===== config.mk =====
export PLATFORM = sky130hd
export DESIGN_NAME = uart
export DESIGN_NICKNAME = d
export VERILOG_FILES = /design/src/design/uart_pkg.sv /design/src/design/uart_fifo.sv /design/src/design/uart_register.sv /design/src/design/uart_baudgen.sv /design/src/design/uart_tx.sv /design/src/design/uart_rx.sv /design/src/design/uart_interrupts.sv /design/src/design/uart.sv
export VERILOG_INCLUDE_DIRS = /design/src /design/src/design
export SDC_FILE = /design/constraint.sdc
export NUM_CORES = 1
export LEC_CHECK = 0
export ABC_AREA = 1
export BUFFER_PORTS_ARGS = -buffer_cell sky130_fd_sc_hd__buf_4
export CAP_MARGIN = 20
export CORE_MARGIN = 4
export CORE_UTILIZATION = 45
export CTS_CLUSTER_DIAMETER = 30
export DETAILED_ROUTE_END_ITERATION = 10
export GPL_ROUTABILITY_DRIVEN = 0
export PLACE_DENSITY_LB_ADDON = 0.12
export REMOVE_ABC_BUFFERS = 1
export SLEW_MARGIN = 15
export SYNTH_ARGS = -nofsm -noshare
export SYNTH_HDL_FRONTEND = slang
export SYNTH_SLANG_ARGS = --single-unit

===== constraint.sdc =====
create_clock -name clk_i -period 3.18 [get_ports clk_i]
set_clock_uncertainty 0.2 [all_clocks]
set_input_delay 0.318 -clock clk_i [delete_from_list [all_inputs] [get_ports clk_i]]
set_output_delay 0.318 -clock clk_i [all_outputs]
set_load 0.02 [all_outputs]

===== src/design/uart_config.svh =====
`ifndef UART_CONFIG_SVH
`define UART_CONFIG_SVH

////////////////////////////////////////
// Sizing
////////////////////////////////////////

// Entries per FIFO, same for tx and rx
`define UART_FIFO_DEPTH 8

// Register address width, 8 byte-wide slots
`define UART_ADDR_W 3

////////////////////////////////////////
// Reset values
////////////////////////////////////////

// Divisor after reset, {DLM, DLL}
`define UART_DIV_RESET 16'd1

`endif


===== src/design/uart_pkg.sv =====
`include "uart_config.svh"

package uart_pkg;

  // Register bus request, accepted when req is high
  typedef struct packed {
    logic                    req;
    logic                    we;     // 1 = write, 0 = read
    logic [`UART_ADDR_W-1:0] addr;
    logic [7:0]              wdata;
  } uart_bus_req_t;

  // Read response, rvalid one cycle after req
  typedef struct packed {
    logic       rvalid;
    logic [7:0] rdata;
  } uart_bus_rsp_t;

  // Register map
  typedef enum logic [`UART_ADDR_W-1:0] {
    DATA = 0,  // THR on write, RBR on read
    IER  = 1,
    IIR  = 2,  // Read only
    MCR  = 4,  // Bit 4 loopback
    LSR  = 5,  // Read only
    DLL  = 6,
    DLM  = 7
  } uart_reg_e;

  // Register block to the datapath
  typedef struct packed {
    logic [15:0] divisor;
    logic        loopback;
    logic [1:0]  ier;      // [0] rx data, [1] tx empty
    logic        tx_push;
    logic [7:0]  tx_data;
    logic        rx_pop;
    logic        ovr_clr;  // Pulse on LSR read
  } uart_ctrl_t;

  // Datapath status back to registers and interrupts
  typedef struct packed {
    logic [7:0] rx_data;    // Head of rx FIFO
    logic       rx_ferr;
    logic       rx_ready;   // Rx FIFO not empty
    logic       rx_overrun; // Sticky
    logic       tx_empty;   // Tx FIFO empty
    logic       tx_idle;    // Tx FIFO empty, no frame on the line
  } uart_stat_t;

  // FIFO payloads
  typedef logic [7:0] uart_tx_item_t;

  typedef struct packed {
    logic       ferr;  // Stop bit was low
    logic [7:0] data;
  } uart_rx_item_t;

endpackage


===== src/design/uart_fifo.sv =====
`timescale 1ns/100ps
`include "uart_config.svh"

module uart_fifo #(
  parameter type         item_t = logic,
  parameter int unsigned DEPTH  = `UART_FIFO_DEPTH
) (
  input  logic  clk_i,
  input  logic  rst_n_i,
  input  logic  push_i,
  input  item_t data_i,
  input  logic  pop_i,
  output item_t data_o,   // Head entry, no read latency
  output logic  empty_o,
  output logic  full_o
);

  localparam int unsigned PTR_W = (DEPTH > 1) ? $clog2(DEPTH) : 1;
  localparam int unsigned CNT_W = $clog2(DEPTH + 1);

  item_t            mem_q [DEPTH];
  logic [PTR_W-1:0] wptr_q;
  logic [PTR_W-1:0] rptr_q;
  logic [CNT_W-1:0] count_q;  // Occupancy
  logic             do_push;
  logic             do_pop;

  assign full_o  = (count_q == CNT_W'(DEPTH));
  assign empty_o = (count_q == '0);
  assign do_push = push_i & ~full_o;   // Push to full is dropped
  assign do_pop  = pop_i & ~empty_o;   // Pop from empty is ignored
  assign data_o  = mem_q[rptr_q];

  // Pointers and count
  always_ff @(posedge clk_i) begin
    if (!rst_n_i) begin
      wptr_q  <= '0;
      rptr_q  <= '0;
      count_q <= '0;
    end else begin
      if (do_push) wptr_q <= (wptr_q == PTR_W'(DEPTH - 1)) ? '0 : wptr_q + 1'b1;
      if (do_pop)  rptr_q <= (rptr_q == PTR_W'(DEPTH - 1)) ? '0 : rptr_q + 1'b1;
      if (do_push && !do_pop)      count_q <= count_q + 1'b1;
      else if (do_pop && !do_push) count_q <= count_q - 1'b1;
    end
  end

  // Storage
  always_ff @(posedge clk_i) begin
    if (do_push) mem_q[wptr_q] <= data_i;
  end

endmodule


===== src/design/uart_register.sv =====
`timescale 1ns/100ps
`include "uart_config.svh"

module uart_register (
  input  logic                    clk_i,
  input  logic                    rst_n_i,
  input  uart_pkg::uart_bus_req_t bus_req_i,
  output uart_pkg::uart_bus_rsp_t bus_rsp_o,
  input  uart_pkg::uart_stat_t    stat_i,
  input  logic [2:0]              iir_id_i,   // From interrupt encoder
  output uart_pkg::uart_ctrl_t    ctrl_o
);

  localparam logic [15:0] DIV_RESET = `UART_DIV_RESET;

  uart_pkg::uart_reg_e addr;
  logic                wr_en;
  logic                rd_en;
  logic [1:0]          ier_q;
  logic                loopback_q;
  logic [7:0]          dll_q;
  logic [7:0]          dlm_q;
  logic [7:0]          lsr;
  logic [7:0]          rdata_d;
  logic [7:0]          rdata_q;
  logic                rvalid_q;

  assign addr  = uart_pkg::uart_reg_e'(bus_req_i.addr);
  assign wr_en = bus_req_i.req & bus_req_i.we;
  assign rd_en = bus_req_i.req & ~bus_req_i.we;

  ////////////////////////////////////////
  // Control registers
  ////////////////////////////////////////

  always_ff @(posedge clk_i) begin
    if (!rst_n_i) begin
      ier_q      <= '0;
      loopback_q <= 1'b0;
      dll_q      <= DIV_RESET[7:0];
      dlm_q      <= DIV_RESET[15:8];
    end else if (wr_en) begin
      case (addr)
        uart_pkg::IER: ier_q      <= bus_req_i.wdata[1:0];
        uart_pkg::MCR: loopback_q <= bus_req_i.wdata[4];
        uart_pkg::DLL: dll_q      <= bus_req_i.wdata;
        uart_pkg::DLM: dlm_q      <= bus_req_i.wdata;
        default: ;  // DATA goes to tx FIFO, rest read only
      endcase
    end
  end

  // Strobes are combinational, act at the next edge
  always_comb begin
    ctrl_o          = '0;
    ctrl_o.divisor  = {dlm_q, dll_q};
    ctrl_o.loopback = loopback_q;
    ctrl_o.ier      = ier_q;
    ctrl_o.tx_push  = wr_en & (addr == uart_pkg::DATA);
    ctrl_o.tx_data  = bus_req_i.wdata;
    ctrl_o.rx_pop   = rd_en & (addr == uart_pkg::DATA) & stat_i.rx_ready;
    ctrl_o.ovr_clr  = rd_en & (addr == uart_pkg::LSR);  // Clear after sampling
  end

  ////////////////////////////////////////
  // Read path
  ////////////////////////////////////////

  // Line status, bits 2, 4 and 7 unused
  assign lsr = {1'b0, stat_i.tx_idle, stat_i.tx_empty, 1'b0,
                stat_i.rx_ferr & stat_i.rx_ready, 1'b0,
                stat_i.rx_overrun, stat_i.rx_ready};

  always_comb begin
    case (addr)
      uart_pkg::DATA: rdata_d = stat_i.rx_ready ? stat_i.rx_data : 8'h00; // 0 when empty
      uart_pkg::IER:  rdata_d = {6'b0, ier_q};
      uart_pkg::IIR:  rdata_d = {5'b0, iir_id_i};
      uart_pkg::MCR:  rdata_d = {3'b0, loopback_q, 4'b0};
      uart_pkg::LSR:  rdata_d = lsr;
      uart_pkg::DLL:  rdata_d = dll_q;
      uart_pkg::DLM:  rdata_d = dlm_q;
      default:        rdata_d = 8'h00;
    endcase
  end

  always_ff @(posedge clk_i) begin
    if (!rst_n_i) rvalid_q <= 1'b0;
    else          rvalid_q <= rd_en;  // Exactly one cycle per read
  end

  always_ff @(posedge clk_i) begin
    if (rd_en) rdata_q <= rdata_d;
  end

  assign bus_rsp_o.rvalid = rvalid_q;
  assign bus_rsp_o.rdata  = rdata_q;

endmodule


===== src/design/uart_baudgen.sv =====
`timescale 1ns/100ps

module uart_baudgen (
  input  logic                 clk_i,
  input  logic                 rst_n_i,
  input  uart_pkg::uart_ctrl_t ctrl_i,
  output logic                 tick16_o   // 16x oversample strobe
);

  logic [15:0] div_eff;
  logic [15:0] cnt_q;
  logic [15:0] div_q;  // Last divisor seen, for restart

  // Divisor 0 behaves as 1
  assign div_eff  = (ctrl_i.divisor == '0) ? 16'd1 : ctrl_i.divisor;
  assign tick16_o = (cnt_q == '0);

  always_ff @(posedge clk_i) begin
    if (!rst_n_i) begin
      cnt_q <= '0;
      div_q <= '0;
    end else begin
      div_q <= ctrl_i.divisor;
      if (ctrl_i.divisor != div_q) cnt_q <= div_eff - 16'd1;  // Restart on change
      else if (cnt_q == '0)        cnt_q <= div_eff - 16'd1;  // Reload, tick this cycle
      else                         cnt_q <= cnt_q - 16'd1;
    end
  end

endmodule


===== src/design/uart_tx.sv =====
`timescale 1ns/100ps

module uart_tx (
  input  logic                 clk_i,
  input  logic                 rst_n_i,
  input  uart_pkg::uart_ctrl_t ctrl_i,
  input  logic                 tick16_i,
  output logic                 txd_o,
  output logic                 tx_empty_o,
  output logic                 tx_idle_o
);

  typedef enum logic [1:0] {TX_IDLE, TX_START, TX_DATA, TX_STOP} tx_state_e;

  tx_state_e               state_q;
  logic [3:0]              tick_cnt_q;
  logic [2:0]              bit_idx_q;
  uart_pkg::uart_tx_item_t shift_q;
  uart_pkg::uart_tx_item_t fifo_data;
  logic                    fifo_empty;
  logic                    fifo_pop;
  logic                    bit_end;

  uart_fifo #(
    .item_t (uart_pkg::uart_tx_item_t)
  ) i_tx_fifo (
    .clk_i,
    .rst_n_i,
    .push_i  (ctrl_i.tx_push),
    .data_i  (ctrl_i.tx_data),
    .pop_i   (fifo_pop),
    .data_o  (fifo_data),
    .empty_o (fifo_empty),
    .full_o  ()              // Writes to full FIFO are dropped inside
  );

  assign bit_end = tick16_i & (tick_cnt_q == 4'hF);  // 16th tick of a bit

  // Frames start on a tick edge, back to back after a stop bit
  assign fifo_pop = ~fifo_empty &
                    (((state_q == TX_IDLE) & tick16_i) | ((state_q == TX_STOP) & bit_end));

  always_ff @(posedge clk_i) begin
    if (!rst_n_i) begin
      state_q    <= TX_IDLE;
      tick_cnt_q <= '0;
      bit_idx_q  <= '0;
    end else begin
      if (tick16_i) tick_cnt_q <= tick_cnt_q + 4'd1;
      case (state_q)
        TX_IDLE: if (fifo_pop) begin
          state_q    <= TX_START;
          tick_cnt_q <= '0;
        end
        TX_START: if (bit_end) begin
          state_q   <= TX_DATA;
          bit_idx_q <= '0;
        end
        TX_DATA: if (bit_end) begin
          if (bit_idx_q == 3'd7) state_q <= TX_STOP;
          bit_idx_q <= bit_idx_q + 3'd1;
        end
        TX_STOP: if (bit_end) state_q <= fifo_pop ? TX_START : TX_IDLE;
        default: state_q <= TX_IDLE;
      endcase
    end
  end

  // LSB first out of bit 0
  always_ff @(posedge clk_i) begin
    if (fifo_pop)                         shift_q <= fifo_data;
    else if (state_q == TX_DATA && bit_end) shift_q <= shift_q >> 1;
  end

  always_comb begin
    case (state_q)
      TX_START: txd_o = 1'b0;
      TX_DATA:  txd_o = shift_q[0];
      default:  txd_o = 1'b1;  // Idle and stop are high
    endcase
  end

  assign tx_empty_o = fifo_empty;
  assign tx_idle_o  = fifo_empty & (state_q == TX_IDLE);

endmodule


===== src/design/uart_rx.sv =====
`timescale 1ns/100ps

module uart_rx (
  input  logic                 clk_i,
  input  logic                 rst_n_i,
  input  uart_pkg::uart_ctrl_t ctrl_i,
  input  logic                 tick16_i,
  input  logic                 rxd_i,
  output logic [7:0]           rx_data_o,
  output logic                 rx_ferr_o,
  output logic                 rx_ready_o,
  output logic                 rx_overrun_o
);

  typedef enum logic [1:0] {RX_IDLE, RX_START, RX_DATA, RX_STOP} rx_state_e;

  rx_state_e               state_q;
  logic                    rxd_meta_q;
  logic                    rxd_sync_q;
  logic [3:0]              tick_cnt_q;
  logic [2:0]              bit_idx_q;
  logic [7:0]              shift_q;
  logic                    overrun_q;
  logic                    half_bit;   // 8th tick after the falling edge
  logic                    full_bit;   // 16th tick after last sample
  logic                    stop_done;
  logic                    fifo_full;
  logic                    fifo_empty;
  uart_pkg::uart_rx_item_t push_item;
  uart_pkg::uart_rx_item_t head_item;

  // Two-flop synchronizer, idles high
  always_ff @(posedge clk_i) begin
    if (!rst_n_i) begin
      rxd_meta_q <= 1'b1;
      rxd_sync_q <= 1'b1;
    end else begin
      rxd_meta_q <= rxd_i;
      rxd_sync_q <= rxd_meta_q;
    end
  end

  assign half_bit  = tick16_i & (tick_cnt_q == 4'd7);
  assign full_bit  = tick16_i & (tick_cnt_q == 4'hF);
  assign stop_done = (state_q == RX_STOP) & full_bit;

  always_ff @(posedge clk_i) begin
    if (!rst_n_i) begin
      state_q    <= RX_IDLE;
      tick_cnt_q <= '0;
      bit_idx_q  <= '0;
    end else begin
      if (tick16_i) tick_cnt_q <= tick_cnt_q + 4'd1;
      case (state_q)
        RX_IDLE: if (!rxd_sync_q) begin
          state_q    <= RX_START;
          tick_cnt_q <= '0;
        end
        RX_START: if (half_bit) begin
          state_q    <= rxd_sync_q ? RX_IDLE : RX_DATA;  // Glitch goes back to idle
          tick_cnt_q <= '0;                              // Align to bit centre
          bit_idx_q  <= '0;
        end
        RX_DATA: if (full_bit) begin
          if (bit_idx_q == 3'd7) state_q <= RX_STOP;
          bit_idx_q <= bit_idx_q + 3'd1;
        end
        RX_STOP: if (full_bit) state_q <= RX_IDLE;
        default: state_q <= RX_IDLE;
      endcase
    end
  end

  // Mid-bit sample, LSB arrives first
  always_ff @(posedge clk_i) begin
    if (state_q == RX_DATA && full_bit) shift_q <= {rxd_sync_q, shift_q[7:1]};
  end

  assign push_item.ferr = ~rxd_sync_q;  // Low stop bit
  assign push_item.data = shift_q;

  uart_fifo #(
    .item_t (uart_pkg::uart_rx_item_t)
  ) i_rx_fifo (
    .clk_i,
    .rst_n_i,
    .push_i  (stop_done & ~fifo_full),
    .data_i  (push_item),
    .pop_i   (ctrl_i.rx_pop),
    .data_o  (head_item),
    .empty_o (fifo_empty),
    .full_o  (fifo_full)
  );

  // Sticky overrun, set wins over clear
  always_ff @(posedge clk_i) begin
    if (!rst_n_i)                    overrun_q <= 1'b0;
    else if (stop_done && fifo_full) overrun_q <= 1'b1;
    else if (ctrl_i.ovr_clr)         overrun_q <= 1'b0;
  end

  assign rx_data_o    = head_item.data;
  assign rx_ferr_o    = head_item.ferr;
  assign rx_ready_o   = ~fifo_empty;
  assign rx_overrun_o = overrun_q;

endmodule


===== src/design/uart_interrupts.sv =====
`timescale 1ns/100ps

module uart_interrupts (
  input  logic                 clk_i,
  input  logic                 rst_n_i,
  input  uart_pkg::uart_ctrl_t ctrl_i,
  input  uart_pkg::uart_stat_t stat_i,
  output logic [2:0]           iir_id_o,
  output logic                 irq_o     // Level, one cycle behind sources
);

  logic src_rx;
  logic src_tx;
  logic irq_q;

  assign src_rx = ctrl_i.ier[0] & stat_i.rx_ready;  // Received data available
  assign src_tx = ctrl_i.ier[1] & stat_i.tx_empty;  // Tx holding empty

  // Rx data has priority over tx empty
  always_comb begin
    if (src_rx)      iir_id_o = 3'b100;
    else if (src_tx) iir_id_o = 3'b010;
    else             iir_id_o = 3'b001;  // None pending
  end

  always_ff @(posedge clk_i) begin
    if (!rst_n_i) irq_q <= 1'b0;
    else          irq_q <= src_rx | src_tx;
  end

  assign irq_o = irq_q;

endmodule


===== src/design/uart.sv =====
`timescale 1ns/100ps

module uart (
  input  logic                    clk_i,
  input  logic                    rst_n_i,
  input  uart_pkg::uart_bus_req_t bus_req_i,
  output uart_pkg::uart_bus_rsp_t bus_rsp_o,
  input  logic                    rxd_i,     // Serial in
  output logic                    txd_o,     // Serial out
  output logic                    irq_o
);

  uart_pkg::uart_ctrl_t ctrl;
  uart_pkg::uart_stat_t stat;
  logic [2:0]           iir_id;
  logic                 tick16;
  logic                 tx_line;  // Raw transmitter output
  logic                 rx_line;  // Receiver input after loopback mux

  ////////////////////////////////////////
  // Registers and baud rate
  ////////////////////////////////////////

  uart_register i_uart_register (
    .clk_i,
    .rst_n_i,
    .bus_req_i,
    .bus_rsp_o,
    .stat_i   (stat),
    .iir_id_i (iir_id),
    .ctrl_o   (ctrl)
  );

  uart_baudgen i_uart_baudgen (
    .clk_i,
    .rst_n_i,
    .ctrl_i   (ctrl),
    .tick16_o (tick16)
  );

  ////////////////////////////////////////
  // Serial datapath
  ////////////////////////////////////////

  // Loopback keeps the pin high and turns tx around into rx
  assign txd_o   = ctrl.loopback ? 1'b1    : tx_line;
  assign rx_line = ctrl.loopback ? tx_line : rxd_i;

  uart_tx i_uart_tx (
    .clk_i,
    .rst_n_i,
    .ctrl_i     (ctrl),
    .tick16_i   (tick16),
    .txd_o      (tx_line),
    .tx_empty_o (stat.tx_empty),
    .tx_idle_o  (stat.tx_idle)
  );

  uart_rx i_uart_rx (
    .clk_i,
    .rst_n_i,
    .ctrl_i       (ctrl),
    .tick16_i     (tick16),
    .rxd_i        (rx_line),
    .rx_data_o    (stat.rx_data),
    .rx_ferr_o    (stat.rx_ferr),
    .rx_ready_o   (stat.rx_ready),
    .rx_overrun_o (stat.rx_overrun)
  );

  uart_interrupts i_uart_interrupts (
    .clk_i,
    .rst_n_i,
    .ctrl_i   (ctrl),
    .stat_i   (stat),
    .iir_id_o (iir_id),
    .irq_o
  );

endmodule


**Yosys cells after proc, flatten, opt, wreduce, memory -nomap -nowiden**

Memories as Yosys holds them, arrays and structs flattened. A register that Yosys moved wholly into a read port is not among the register bits.
Cells that the tools add are included.

- Register bits after elaboration: 118
- Bits in writable memories: 136
- Memories: 2

Memory list:

| memory | words | bits a word | rd ports | clocked after Yosys merged registers in | write ports | RTL line | RTL |
|---|---|---|---|---|---|---|---|
| i_uart_rx.i_rx_fifo.mem_q | 8 | 9 | 1 | 1 | 1 | uart_fifo.sv:21 | `item_t mem_q [DEPTH];` |
| i_uart_tx.i_tx_fifo.mem_q | 8 | 8 | 1 | 1 | 1 | uart_fifo.sv:21 |  |

- Add/sub/neg operators: 14
- Equality and inequality tests: 34
- Multiplexer cells: 57
- Bitwise logic cells: 30
- Reduce and logical (&&, ||, !) cells: 32

Operators by type and width:

| kind | count |
|---|---|
| $pmux 8 s7 | 1 |
| $mux 16 | 3 |
| $mux 4 | 10 |
| $mux 3 | 13 |
| $logic_not 16->1 | 2 |
| $sub 16x1->16 const B | 2 |
| $eq 3x3->1 const B | 10 |
| $mux 2 | 12 |
| $mux 8 | 3 |
| $and 1x1->1 | 22 |
| $add 3x1->3 const B | 6 |
| $ne 2x1->1 const B | 9 |
| $add 4x1->4 const B | 4 |
| $eq 4x4->1 const B | 4 |
| $ne 16x16->1 | 1 |
| $pmux 2 s4 | 2 |
| $pmux 3 s2 | 2 |
| $reduce_bool 2->1 | 6 |
| $reduce_and 5->1 | 2 |
| $mux 1 | 9 |
| $eq 2x2->1 const B | 4 |
| $logic_not 4->1 | 2 |
| $pmux 4 s2 | 1 |
| $reduce_and 2->1 | 4 |
| other kinds (14) | 33 |

**Longest topological paths before layout**

- Depth after elaboration: 9
- Mapped depth: 20
- Mapped depth without buffers: 20

**Hierarchy**

From an unflattened synthesis, not the netlist that was laid out.

- Cell total of the unflattened synthesis: 1,440
- Area total of the unflattened synthesis: 12,534.5 sq um

By module, submodules not included:

| module | times used | cells an instance | area an instance (sq um) |
|---|---|---|---|
| uart_fifo at i_uart_rx.i_rx_fifo | 1 | 337 | 3,638.5 |
| uart_fifo at i_uart_tx.i_tx_fifo | 1 | 311 | 3,285.7 |
| uart_baudgen | 1 | 347 | 2,158.3 |
| uart_register | 1 | 230 | 1,591.5 |
| uart_tx | 1 | 110 | 914.6 |
| uart_rx | 1 | 90 | 854.6 |
| uart_interrupts | 1 | 10 | 70.1 |
| uart | 1 | 5 | 21.3 |

**Least setup slack after synthesis**

No wires, ideal clock.

- Kind: reg-to-reg
- Start: register i_uart_baudgen.cnt_q[0]
- End: register i_uart_rx.i_rx_fifo.count_q[3]
- Arrival: 2.615 ns
- Data required time: 2.861 ns
- Setup slack: 0.246 ns
- Stages on the path, launching flop included: 21
- Period minus slack after synthesis: 2.934 ns
- Path through: dfxtp_1 > inv_1 > ha_1 > nand3_2 > nor2_4 > nand4_2 > inv_2 > nand2_2 > nor2_4 > nand2_1 > nor2_1 > ha_1 > inv_1 > ha_1 > a21o_1 > a21oi_1 > nor2_1 > nor2_1 > nand2_1 > o21ai_0 > a21oi_1

- Longest elaborated chain between the ends: 8

Ends and longest elaborated chain:

| element | RTL line | RTL |
|---|---|---|
| start, declared | uart_baudgen.sv:11 | `logic [15:0] cnt_q;` |
| start signal, assigned | uart_baudgen.sv:24 | `if (ctrl_i.divisor != div_q) cnt_q <= div_eff - 16'd1;` |
| start signal, assigned | uart_baudgen.sv:25 | `else if (cnt_q == '0) cnt_q <= div_eff - 16'd1;` |
| start signal, assigned | uart_baudgen.sv:26 | `else cnt_q <= cnt_q - 16'd1;` |
| $logic_not 16->1 (*) | uart_baudgen.sv:16 | `assign tick16_o = (cnt_q == '0);` |
| $and 1x1->1 (*) | uart_rx.sv:44 | `assign full_bit = tick16_i & (tick_cnt_q == 4'hF);` |
| $and 1x1->1 (*) | uart_rx.sv:45 | `assign stop_done = (state_q == RX_STOP) & full_bit;` |
| $and 1x1->1 (*) | uart_rx.sv:87 | `.push_i (stop_done & ~fifo_full),` |
| $and 1x1->1 (*) | uart_fifo.sv:30 | `assign do_push = push_i & ~full_o;` |
| net i_uart_rx.i_rx_fifo.do_push | uart_fifo.sv:25 | `logic do_push;` |
| $logic_not 1->1 | uart_fifo.sv:44 | `else if (do_pop && !do_push) count_q <= count_q - 1'b1;` |
| $logic_and 1x1->1 | uart_fifo.sv:44 |  |
| $reduce_bool 2->1 (no line) | n/a |  |
| end signal, assigned | uart_fifo.sv:43 | `if (do_push && !do_pop) count_q <= count_q + 1'b1;` |
| end signal, assigned | uart_fifo.sv:44 |  |
| end, declared | uart_fifo.sv:24 | `logic [CNT_W-1:0] count_q;` |

Mark *: on every way through the listed nets, which the timed path passes. The rest lies on a longest branch.
A chain may end at the register's enable or synchronous reset.

**Worst setup path after layout**

- Start: register i_uart_baudgen.cnt_q[1]
- End: register i_uart_rx.i_rx_fifo.count_q[3]

The elaborated chain is that of the path after synthesis.

==> results.cfg <==
[status]
status = complete, no violations

[worst_setup_path]
crit_path_end_kind = flip-flop
crit_path_max_fanout = 4
start_kind = flip-flop
crit_family = simple AND/OR/NAND/NOR gates
cpPeakStageDelay_ps = 320
crit_path_cell_trace = inv_2 > ha_4 > nand3_4 > nor2_4 > nand4_4 > inv_4 > nand2_4 > nor2_4 > nand2_1 > nor2_1 > ha_2 > inv_2 > ha_4 > a21o_1 > a21oi_2 > nor2_1 > nor2_1 > nand2_1 > o21ai_1 > a21oi_1
crit_path_frequent_cell = nor2_1
slowest_stage = dfxtp_1
worstPathArrival_ps = 3130
crit_buf_inv = 3
critPathKind = reg2reg
critical_path_required_ps = 3410

[route]
dr.pass1.iters = 5
wire_per_inst_um = 16.9
drtIter0Drc = 635
drc_errors = 0
num_vias = 8557
drtAntennaViolNets = 0
wl_um = 28100
via_per_inst = 5.14

[job]
cap_violations = 0

[timing]
fin_crit_ps = 2900
finalMaxSlewViolations = 0
clock.fmax_mhz = 345
tightest_slew_ps = 984
finalSetupTns_ps = 0
grt_setup_unrepaired = no
whs_ps = 129
fin_crit_sh_pct = 91.2
finalHoldViolations = 0
slew_headroom_pct = 34.3
setup_viol = 0

[power]
vdd_drop_max_v = 0.000539
power_leakage_nw = 5.93
seq_power_share_pct = 33.4
power_per_cell_area_nw_per_um2 = 799
p_sw_share_pct = 28.0
internal-power_w = 0.00840
clkPwrFrac_pct = 50.7
netSwitchingPower_w = 0.00327
comb_power_share_pct = 15.9

[finish]
n_antenna_cell = 0
areaGrowthSynthToFinish_pct = 24.9
fin_cells = 1664
fillers = 2173
nets = 1335
final_util_pct = 57.5
drive_above_1_share_pct = 16.1

[floorplan]
die_h_um = 169
rows = 58
boundaryPins = 27
fp.dieArea_um2 = 28700
start_util_pct = 46.1
coreArea_um2 = 25400
die_w_um = 169

[synthesis]
async_flop_share_pct = 0
netlist_top_cells_area = edfxtp_1, dfxtp_1, nor2_1
yosys_warnings = 0
synth_edf_count = 160
ys.flop_type = edfxtp_1
syn_area_um2 = 11700
ys_seq_elements = 260
synthMostInstantiatedCell = nor2_1
yosysUniqueCellTypes = 51
avgSynthCellArea_um2 = 9.84
yosys-top-cells-count = nor2_1, edfxtp_1, nand2_1
synth_top_cell_by_area = edfxtp_1
synth.yosys.seq_area_share_pct = 58.2
synth_top_area_share_pct = 41.1
syn_inst = 1190

[worst_hold_path]
min_path_type = in2reg

[global_routing]
grt_max_degree = 67
overflow = 0
grt_pass1_wl_um = 44800
grt_usage_pct = 19.6
antenna_found_initial = 0
grt_pass1_vias = 8523

[clock_tree]
cts_max_path_buffers = 3
cts_root_buf = clkbuf_16
cts.sinks = 260
cts_buffers = 56
clkTransAtPathRegs_ps = 50
cts_max_level = 2
tritoncts = yes
clk_latency_ps = 570

[placement]
hpwl_um = 18500
place_inst = 1541
portBuffers = 26
-- flip-flops by register name, summed over array words and instances (netlist names), 4 cells and up, named ones only --
name                         cells
i_uart_rx.shift_q                8
i_uart_register.dlm_q            8
i_uart_tx.shift_q                8
i_uart_tx.tick_cnt_q             4
i_uart_register.rdata_q          8
i_uart_rx.tick_cnt_q             4
i_uart_rx.i_rx_fifo.count_q      4
i_uart_baudgen.cnt_q            16
i_uart_register.dll_q            8
i_uart_tx.i_tx_fifo.count_q      4
i_uart_baudgen.div_q            16
i_uart_tx.i_tx_fifo.mem_q       64
i_uart_rx.i_rx_fifo.mem_q       72
-- stage by stage --
stage	cell area [um^2]	setup WS, ps	total power, W
finish	14600	278	0.0117
global route	14600	33.2	0.0122
CTS	14500	59.2	0.0117
detailed placement	12400	84.7	0.00572
global placement	12400	120	0.00570
floorplan	11500	246	0.00519
-- layout by cell type (no fill, tap or decap), drive strengths merged, types with 10 or more instances in the layout --
cell           n
ha            31
o32ai         20
dfxtp        100
edfxtp       160
buf           70
clkinv        25
a21oi         50
dlygate4sd3   13
nor3          22
nand2        162
nand3         40
inv          114
o211ai        12
clkbuf        63
nand4         15
o21ai         88
clkinvlp      10
xor2          30
nor2         233
-- cell type report --
type,count,area (um^2),share of cell area (%)
sequential,260,6810,46.6
multi-input combinational,770,4320,29.6
clock buffer,63,1430,9.77
timing repair buffer,83,656,4.49
clock inverter,43,556,3.80
inverter,115,434,2.97
tap,330,413,2.83
-- metal layers --
layer	part of all wire (%)	global-route usage [%]	wire length [um]	vias to the layer above
met3	4.6	3.47	1300	54
met1	46	26.7	12900	4030
met2	47	32.0	13300	199
met4	2.5	6.72	695	0
met5	0	0	0	-
li1	-	-	-	4274
-- path summary, 6_finish.rpt --
check	startpoint	endpoint	slack (ps)	depth (start not counted)
worst max-delay path	i_uart_baudgen.cnt_q[1]$_SDFF_PN0_	i_uart_rx.i_rx_fifo.count_q[3]$_SDFFE_PN0P_	280	20
worst min-delay path	bus_req_i[11]	i_uart_register.rdata_q[2]$_DFFE_PP_	130	3
worst max register to register	i_uart_baudgen.cnt_q[1]$_SDFF_PN0_	i_uart_rx.i_rx_fifo.count_q[3]$_SDFFE_PN0P_	280	20
worst min register to register	i_uart_rx.rxd_meta_q$_SDFF_PN1_	i_uart_rx.rxd_sync_q$_SDFF_PN1_	210	1
-- cells by family after synthesis --
| logic type | synth area share, % |
|---|---|
| AND/OR/NAND/NOR | 18.7 |
| flip-flops | 58.2 |
| AO/OA/AOI/OAI | 10.2 |
| buffers and inverters | 5.59 |
| XOR/XNOR | 2.92 |
| adder cells (fa/ha/maj) | 3.66 |
| multiplexers | 0.770 |
-- repair_timing --
item / in CTS / in global routing
buffers inserted: 0 / 4
gates resized for setup: 0 / 15
hold buffers: 13 / 0
endpoints found under the setup margin: 0 / 1
endpoints found under the hold margin: 83 / 0
-- power by group through the flow --
stage          logic (W)  clock network [W]  registers [W]
6_report         0.00186            0.00591        0.00389
3_5_place_dp     0.00177                  0        0.00395
5_1_grt          0.00210            0.00622        0.00391
3_3_place_gp     0.00176                  0        0.00394
2_1_floorplan    0.00125                  0        0.00394
4_1_cts          0.00180            0.00601        0.00389
-- worst min-delay path: stages --
cell and delay, ps:
buf_4 80, nor2_1 90, buf_4 210
(Power assumes the default switching activity.)
